===== src/hw/ipv4_pkg.sv =====
/* IPv4 header field types, fixed version and IHL values,
   TTL forwarding limit and the statistics register map */
package ipv4_pkg;

    ////////////////////////////////////////////////////////////
    // Header field widths

    // One header word, a checksum or a folded partial sum
    typedef logic [15:0] word_t;

    typedef logic [31:0] addr_t;
    typedef logic [7:0]  ttl_t;
    typedef logic [7:0]  proto_t;
    typedef logic [5:0]  dscp_t;
    typedef logic [1:0]  ecn_t;
    typedef logic [2:0]  flags_t;
    typedef logic [12:0] frag_off_t;

    // Unfolded sum, wide enough for ten words without loss
    typedef logic [19:0] sum_t;

    ////////////////////////////////////////////////////////////
    // Fixed header values

    localparam logic [3:0] IP_VERSION = 4'd4;

    // No options, header is always five 32-bit words
    localparam logic [3:0] IP_IHL = 4'd5;

    // Below this the packet would leave with a TTL of zero
    localparam ttl_t TTL_MIN_FWD = 8'd2;

    ////////////////////////////////////////////////////////////
    // Statistics registers

    typedef logic [31:0] count_t;
    typedef logic [1:0]  wb_adr_t;

    localparam wb_adr_t REG_GOOD    = 2'd0;
    localparam wb_adr_t REG_BAD     = 2'd1;
    localparam wb_adr_t REG_EXPIRED = 2'd2;

endpackage


===== src/hw/ipv4_hdr_if.sv =====
/* Parsed IPv4 header bus, one header per req pulse */
`timescale 1ns/1ns

interface ipv4_hdr_if;

    logic                   req;
    ipv4_pkg::dscp_t        dscp;
    ipv4_pkg::ecn_t         ecn;
    ipv4_pkg::word_t        length;
    ipv4_pkg::word_t        identification;
    ipv4_pkg::flags_t       flags;
    ipv4_pkg::frag_off_t    fragment_offset;
    ipv4_pkg::ttl_t         ttl;
    ipv4_pkg::word_t        hdr_chksum;
    ipv4_pkg::proto_t       protocol;
    ipv4_pkg::addr_t        source_ip;
    ipv4_pkg::addr_t        dest_ip;

    // Fields are only meaningful in the cycle req is high
    modport src (
        output req, dscp, ecn, length, identification, flags,
        output fragment_offset, ttl, hdr_chksum, protocol, source_ip, dest_ip
    );

    modport sink (
        input req, dscp, ecn, length, identification, flags,
        input fragment_offset, ttl, hdr_chksum, protocol, source_ip, dest_ip
    );

endinterface


===== src/hw/ipv4_checksum_verify.sv =====
/* Two-stage IPv4 header checksum check, result two cycles after req */
`timescale 1ns/1ns

module ipv4_checksum_verify (
    input  logic            clk,
    input  logic            rst,
    ipv4_hdr_if.sink        hdr,
    output logic            chk_valid,
    output logic            chk_ok
);

    ipv4_pkg::word_t    first_word;
    ipv4_pkg::sum_t     sum_d;
    ipv4_pkg::sum_t     sum_q;
    logic               sum_valid_q;
    logic [16:0]        fold_1;
    ipv4_pkg::word_t    fold_2;

    ////////////////////////////////////////////////////////////
    // Stage one, raw sum of the ten header words

    assign first_word = {ipv4_pkg::IP_VERSION, ipv4_pkg::IP_IHL, hdr.dscp, hdr.ecn};

    // Checksum field is included, a good header sums to all ones
    always_comb begin
        sum_d = ipv4_pkg::sum_t'(first_word)
              + ipv4_pkg::sum_t'(hdr.length)
              + ipv4_pkg::sum_t'(hdr.identification)
              + ipv4_pkg::sum_t'({hdr.flags, hdr.fragment_offset})
              + ipv4_pkg::sum_t'({hdr.ttl, hdr.protocol})
              + ipv4_pkg::sum_t'(hdr.hdr_chksum)
              + ipv4_pkg::sum_t'(hdr.source_ip[31:16])
              + ipv4_pkg::sum_t'(hdr.source_ip[15:0])
              + ipv4_pkg::sum_t'(hdr.dest_ip[31:16])
              + ipv4_pkg::sum_t'(hdr.dest_ip[15:0]);
    end

    always_ff @(posedge clk) begin
        sum_q <= sum_d;
    end

    always_ff @(posedge clk) begin
        if (rst) begin
            sum_valid_q <= 1'b0;
        end else begin
            sum_valid_q <= hdr.req;
        end
    end

    ////////////////////////////////////////////////////////////
    // Stage two, end-around carry and compare

    // Second fold catches the carry out of the first
    assign fold_1 = {1'b0, sum_q[15:0]} + {13'd0, sum_q[19:16]};
    assign fold_2 = fold_1[15:0] + {15'd0, fold_1[16]};

    always_ff @(posedge clk) begin
        chk_ok <= (fold_2 == '1);
    end

    always_ff @(posedge clk) begin
        if (rst) begin
            chk_valid <= 1'b0;
        end else begin
            chk_valid <= sum_valid_q;
        end
    end

endmodule


===== src/hw/ipv4_ttl_update.sv =====
/* Two-stage TTL decrement with incremental checksum update (RFC 1624) */
`timescale 1ns/1ns

module ipv4_ttl_update (
    input  logic                clk,
    input  logic                rst,
    ipv4_hdr_if.sink            hdr,
    output ipv4_pkg::ttl_t      upd_ttl,
    output ipv4_pkg::word_t     upd_chksum,
    output logic                upd_expired
);

    logic               expired_d;
    ipv4_pkg::ttl_t     ttl_dec;
    logic               valid_q;
    logic               expired_q;
    ipv4_pkg::ttl_t     ttl_q;
    ipv4_pkg::word_t    chk_inv_q;
    ipv4_pkg::word_t    old_inv_q;
    ipv4_pkg::word_t    new_word_q;
    ipv4_pkg::sum_t     sum;
    logic [16:0]        fold_1;
    ipv4_pkg::word_t    fold_2;

    ////////////////////////////////////////////////////////////
    // Stage one, expiry decision and the three terms

    assign expired_d = (hdr.ttl < ipv4_pkg::TTL_MIN_FWD);
    assign ttl_dec   = hdr.ttl - 8'd1;

    always_ff @(posedge clk) begin
        if (rst) begin
            valid_q <= 1'b0;
        end else begin
            valid_q <= hdr.req;
        end
    end

    // HC' = ~(~HC + ~m + m'), m is the TTL and protocol word
    always_ff @(posedge clk) begin
        if (hdr.req) begin
            expired_q  <= expired_d;
            ttl_q      <= expired_d ? hdr.ttl : ttl_dec;
            chk_inv_q  <= ~hdr.hdr_chksum;
            old_inv_q  <= ~{hdr.ttl, hdr.protocol};
            new_word_q <= {ttl_dec, hdr.protocol};
        end
    end

    ////////////////////////////////////////////////////////////
    // Stage two, fold and complement

    assign sum    = ipv4_pkg::sum_t'(chk_inv_q) + ipv4_pkg::sum_t'(old_inv_q)
                  + ipv4_pkg::sum_t'(new_word_q);
    assign fold_1 = {1'b0, sum[15:0]} + {13'd0, sum[19:16]};
    assign fold_2 = fold_1[15:0] + {15'd0, fold_1[16]};

    // Outputs hold the last result between headers
    always_ff @(posedge clk) begin
        if (valid_q) begin
            upd_ttl     <= ttl_q;
            upd_expired <= expired_q;
            upd_chksum  <= expired_q ? ~chk_inv_q : ~fold_2;
        end
    end

endmodule


===== src/hw/ipv4_hdr_stats.sv =====
/* Good, bad and expired header counters
   behind a Wishbone classic slave, any write clears */
`timescale 1ns/1ns

module ipv4_hdr_stats (
    input  logic                clk,
    input  logic                rst,
    input  logic                res_valid,
    input  logic                res_ok,
    input  logic                res_expired,
    input  logic                wb_cyc,
    input  logic                wb_stb,
    input  logic                wb_we,
    input  ipv4_pkg::wb_adr_t   wb_adr,
    input  ipv4_pkg::count_t    wb_dat_w,
    output ipv4_pkg::count_t    wb_dat_r,
    output logic                wb_ack
);

    ipv4_pkg::count_t   good_cnt;
    ipv4_pkg::count_t   bad_cnt;
    ipv4_pkg::count_t   expired_cnt;
    logic               wb_req;
    logic               clear;

    ////////////////////////////////////////////////////////////
    // Bus decode

    // Ack is low for a cycle after each access
    assign wb_req = wb_cyc & wb_stb & ~wb_ack;

    // Write data carries no value, the write itself is the command
    assign clear = wb_req & wb_we;

    always_ff @(posedge clk) begin
        if (rst) begin
            wb_ack <= 1'b0;
        end else begin
            wb_ack <= wb_req;
        end
    end

    always_ff @(posedge clk) begin
        if (wb_req && !wb_we) begin
            case (wb_adr)
                ipv4_pkg::REG_GOOD:    wb_dat_r <= good_cnt;
                ipv4_pkg::REG_BAD:     wb_dat_r <= bad_cnt;
                ipv4_pkg::REG_EXPIRED: wb_dat_r <= expired_cnt;
                default:               wb_dat_r <= '0;
            endcase
        end
    end

    ////////////////////////////////////////////////////////////
    // Counters

    // Bad checksum wins over expiry, a clear wins over everything
    always_ff @(posedge clk) begin
        if (rst || clear) begin
            good_cnt    <= '0;
            bad_cnt     <= '0;
            expired_cnt <= '0;
        end else if (res_valid) begin
            if (!res_ok) begin
                bad_cnt <= bad_cnt + 32'd1;
            end else if (res_expired) begin
                expired_cnt <= expired_cnt + 32'd1;
            end else begin
                good_cnt <= good_cnt + 32'd1;
            end
        end
    end

endmodule


===== src/hw/ipv4_forward_top.sv =====
/* IPv4 header check stage, checksum verify, TTL update and statistics */
`timescale 1ns/1ns

module ipv4_forward_top (
    input  logic                    clk,
    input  logic                    rst,
    input  logic                    req,
    input  ipv4_pkg::dscp_t         ip_dscp,
    input  ipv4_pkg::ecn_t          ip_ecn,
    input  ipv4_pkg::word_t         ip_length,
    input  ipv4_pkg::word_t         ip_identification,
    input  ipv4_pkg::flags_t        ip_flags,
    input  ipv4_pkg::frag_off_t     ip_fragment_offset,
    input  ipv4_pkg::ttl_t          ip_ttl,
    input  ipv4_pkg::word_t         ip_hdr_chksum,
    input  ipv4_pkg::proto_t        ip_protocol,
    input  ipv4_pkg::addr_t         ip_source_ip,
    input  ipv4_pkg::addr_t         ip_dest_ip,
    output logic                    out_valid,
    output logic                    out_chksum_ok,
    output logic                    out_drop,
    output ipv4_pkg::ttl_t          out_ttl,
    output ipv4_pkg::word_t         out_hdr_chksum,
    input  logic                    wb_cyc,
    input  logic                    wb_stb,
    input  logic                    wb_we,
    input  ipv4_pkg::wb_adr_t       wb_adr,
    input  ipv4_pkg::count_t        wb_dat_w,
    output ipv4_pkg::count_t        wb_dat_r,
    output logic                    wb_ack
);

    logic upd_expired;

    ipv4_hdr_if hdr ();

    assign hdr.req             = req;
    assign hdr.dscp            = ip_dscp;
    assign hdr.ecn             = ip_ecn;
    assign hdr.length          = ip_length;
    assign hdr.identification  = ip_identification;
    assign hdr.flags           = ip_flags;
    assign hdr.fragment_offset = ip_fragment_offset;
    assign hdr.ttl             = ip_ttl;
    assign hdr.hdr_chksum      = ip_hdr_chksum;
    assign hdr.protocol        = ip_protocol;
    assign hdr.source_ip       = ip_source_ip;
    assign hdr.dest_ip         = ip_dest_ip;

    ////////////////////////////////////////////////////////////
    // Both pipelines are two cycles, results line up

    ipv4_checksum_verify u_verify (
        .clk        (clk),
        .rst        (rst),
        .hdr        (hdr.sink),
        .chk_valid  (out_valid),
        .chk_ok     (out_chksum_ok)
    );

    ipv4_ttl_update u_ttl (
        .clk         (clk),
        .rst         (rst),
        .hdr         (hdr.sink),
        .upd_ttl     (out_ttl),
        .upd_chksum  (out_hdr_chksum),
        .upd_expired (upd_expired)
    );

    assign out_drop = ~out_chksum_ok | upd_expired;

    ipv4_hdr_stats u_stats (
        .clk         (clk),
        .rst         (rst),
        .res_valid   (out_valid),
        .res_ok      (out_chksum_ok),
        .res_expired (upd_expired),
        .wb_cyc      (wb_cyc),
        .wb_stb      (wb_stb),
        .wb_we       (wb_we),
        .wb_adr      (wb_adr),
        .wb_dat_w    (wb_dat_w),
        .wb_dat_r    (wb_dat_r),
        .wb_ack      (wb_ack)
    );

endmodule


===== config.mk =====
export PLATFORM = sky130hd
export DESIGN_NAME = ipv4_forward_top
export DESIGN_NICKNAME = d
export VERILOG_FILES = /design/src/hw/ipv4_pkg.sv /design/src/hw/ipv4_hdr_if.sv /design/src/hw/ipv4_checksum_verify.sv /design/src/hw/ipv4_ttl_update.sv /design/src/hw/ipv4_hdr_stats.sv /design/src/hw/ipv4_forward_top.sv
export SDC_FILE = /design/constraint.sdc
export NUM_CORES = 1
export LEC_CHECK = 0
export ABC_AREA = 1
export CAP_MARGIN = 10
export CORE_UTILIZATION = 70
export DETAILED_ROUTE_END_ITERATION = 10
export DONT_BUFFER_PORTS = 1
export GPL_ROUTABILITY_DRIVEN = 0
export HOLD_SLACK_MARGIN = 0.1
export PLACE_DENSITY = 0.86
export SYNTH_ARGS = -nofsm -noshare
export SYNTH_HDL_FRONTEND = slang
export SYNTH_HIERARCHICAL = 1
export SYNTH_SLANG_ARGS = --single-unit

===== constraint.sdc =====
create_clock -name clk -period 8.6 [get_ports clk]
set_clock_uncertainty 0.15 [all_clocks]
set_input_delay 2.15 -clock clk [delete_from_list [all_inputs] [get_ports clk]]
set_output_delay 2.15 -clock clk [all_outputs]
set_load 0.01 [all_outputs]

==> flow_metrics.tcl <==
set metrics [dict create \
    outcome "finished clean" \
    drc 0 \
    fillers 1660 \
    cp.arrival_ns 7.16 \
    crit_path_end_kind "flip-flop" \
    worst-path-max-fanout 5 \
    synth.area.top_cells "edfxtp_1 20%, fa_1 16%, dfxtp_1 14%, nand2_1 10%, inv_1 9.0%" \
    via_count 14200 \
    cts-root-buf "clkbuf_16" \
    clock_latency_ns 0.55 \
    finalSetupViolCount 0 \
    place_area_sq_um 17100 \
    setup_tns_ns 0 \
    via_per_inst 5.87 \
    start_util_pct 71.4 \
    synth_top_area_share_pct 20.2 \
    diodes 0 \
    required_ns 8.73 \
    avgSynthCellArea_sq_um 8.08 \
    overflow 0 \
    async_flop_share_pct 0 \
    critical_path_class "flip-flop to flip-flop" \
    cp_num_cells 37 \
    cp_top_family "simple AND/OR/NAND/NOR gates" \
    slowest_delay_ns 0.59 \
    holdWs_ns 0.261 \
    rrSetupSlack_ns 1.57 \
    drive_gt1_share_pct 5.88 \
    crit_slowest_cell "fa_1" \
    grt_usage_pct 35.7 \
    fmax_mhz 142 \
    die_x_um 157 \
    cp_common_cell "nand2_1" \
    numCtsBuffers 25 \
    tritoncts "built" \
    min_period_ns 7.03 \
    min_path_type "flip-flop to flip-flop" \
    critPathLaunch "u_ttl/chk_inv_q[1]" \
    grt_pass1_wl_um 67900 \
    syn_area_sq_um 16800 \
    wl_per_cell_um 17.8 \
    cts_sinks 234 \
    final_cell_area_sq_um 18000 \
    seq_area_frac_synth_pct 34.6 \
    leakage_nw 7.84 \
    die_area_sq_um 24600 \
    critPathBufInv 2 \
    wl_um 43100 \
    coreArea_sq_um 23500 \
    grt_busiest_layer "met2" \
    min_period_over_period_pct 81.7 \
    timing.rr.start "u_ttl/chk_inv_q[1]" \
    drt-initial-drc-count 1668 \
    final_cell_mix "446 x nand2_1, 404 x inv_1, 231 x nor2_1" \
    peakVddDrop_mv 0.590 \
    worst_pin_slew_ns 1.17 \
    post_cts_buffers 0 \
    syn_inst 2081 \
    ys_warn_count 6 \
    nNetsFinal 2482 \
    use_met1_pct 47.5 \
    chipHeight_um 157 \
    numPortBuffers 0 \
    rows 56 \
    area_growth_pct 6.85 \
    yosysTopAreaCell "edfxtp_1" \
    grt_util_met3_pct 5.62 \
    yosys_register_bits 234 \
    total_power_mw 5.86 \
    rr_worst_depth 37 \
    dpl.hpwl_um 33800 \
    rsz0062_at_grt "no" \
    ctsHoldBuffers 0 \
    use_met2_pct 59.0 \
    clockBufferDepth 3 \
    grt_pass1_vias 13800 \
    powerDensity_nw_per_um2 326 \
    path_clk_slew_ns 0.06 \
    final_common_cell "nand2_1" \
    antenna_left 0 \
    grt_max_degree 59 \
    antenna_found_initial 0 \
    synth.distinct_cells 48 \
    synth.net_count 2474 \
    hold_viol 0 \
    ys.flop_type "dfxtp_1" \
    htree_levels 1 \
    drv_slew 0 \
    ios 252 \
    start_kind "flip-flop" \
    slew-limit-headroom_pct 22.2 \
    r2r_end "u_ttl/upd_chksum[14]" \
    crit_end "u_ttl/upd_chksum[14]" \
    drv_cap 0 \
    dr.pass1.iters 7 \
    synth_edf_count 113 \
    ctsResizeCount 0 \
]
==> worst min path at each step <==
stage	cells after the start	slack (ns)	end	from
floorplan	2	0.24	u_verify/chk_valid	u_verify/sum_valid_q
global placement	2	0.24	u_verify/chk_valid	u_verify/sum_valid_q
detailed placement	2	0.25	u_verify/chk_valid	u_verify/sum_valid_q
CTS	2	0.26	u_verify/chk_valid	u_verify/sum_valid_q
global route	0	0.29	u_ttl/upd_ttl[7]	u_ttl/ttl_q[7]
finish	2	0.26	u_verify/chk_valid	u_verify/sum_valid_q
==> final cells by class <==
cell class	count	area [sq um]	area share [%]
Clock buffer	29	641	3.57
Clock inverter	17	124	0.690
Inverter	411	1540	8.59
Tap cell	319	399	2.22
Sequential cell	234	5820	32.4
Timing Repair Buffer	4	70.1	0.390
Multi-Input combinational cell	1413	9370	52.2
==> where the power goes <==
part	leakage [nW]	internal, mW	switching [mW]	total [mW]
registers	2.06	1.32	0.0814	1.40
clock network	0.376	0.567	0.453	1.02
logic	5.40	1.27	2.17	3.44
==> state kept, by name, indices dropped and copies added (netlist names), 8 cells and up <==
| signal | count |
|---|---|
| u_stats/bad_cnt | 32 |
| u_stats/expired_cnt | 32 |
| u_stats/good_cnt | 32 |
| u_stats/wb_dat_r | 32 |
| u_verify/sum_q | 20 |
| u_ttl/chk_inv_q | 16 |
| u_ttl/old_inv_q | 16 |
| u_ttl/upd_chksum | 16 |
| u_ttl/new_word_q | 15 |
| u_ttl/ttl_q | 8 |
| u_ttl/upd_ttl | 8 |
==> cells by family after synthesis <==
logic type                 synth area share [%]
adders and majority gates                  21.0
muxes                                     0.179
xor gates and xnor gates                   1.88
DFF                                        34.6
AOI/OAI and AO/OA                          7.13
and+or+nand+nor                            25.5
buffers and inverters                      9.72
==> per-stage QoR <==
step / utilization (%) / worst slack [ns] / instances
after detailed placement: 72.8 / 1.64 / 2379
after floorplan: - / 2.06 / 2081
after CTS: 76.1 / 1.81 / 2425
after global routing: 76.3 / 0.987 / 2427
final: 76.3 / 1.57 / 2427
after global placement: 72.8 / 1.78 / 2379
==> cell usage after synthesis, drive strengths merged (2+ instances only) <==
library cell  count
a211oi            2
a21oi            84
a22oi             3
a31oi             6
and2              4
and3              3
buf               6
clkbuf           17
dfxtp           121
edfxtp          113
fa              135
ha               66
inv             410
mux2i             3
nand2           466
nand3           158
nand3b            7
nand4            33
nor2            267
nor3             23
nor4              2
o211ai            9
o21a              3
o21ai            61
o21bai            5
o221ai           25
or2               6
xnor2            12
xor2             24
==> worst reg2reg max path, delay by kind of cell, from the launching register on <==
family | cells | cell delay, ns
simple gates | 28 | 3.72
buf+inv | 2 | 0.19
fa+ha+maj | 6 | 1.95
flops | 1 | 0.43
compound gates | 1 | 0.34
==> per-layer routing <==
metal | vias to the layer above | wire length (um)
li1 | 6623 | -
met1 | 6641 | 17100
met4 | 0 | 1620
met5 | - | 0
met3 | 140 | 4140
met2 | 844 | 20300
(Power assumes the default switching activity.)
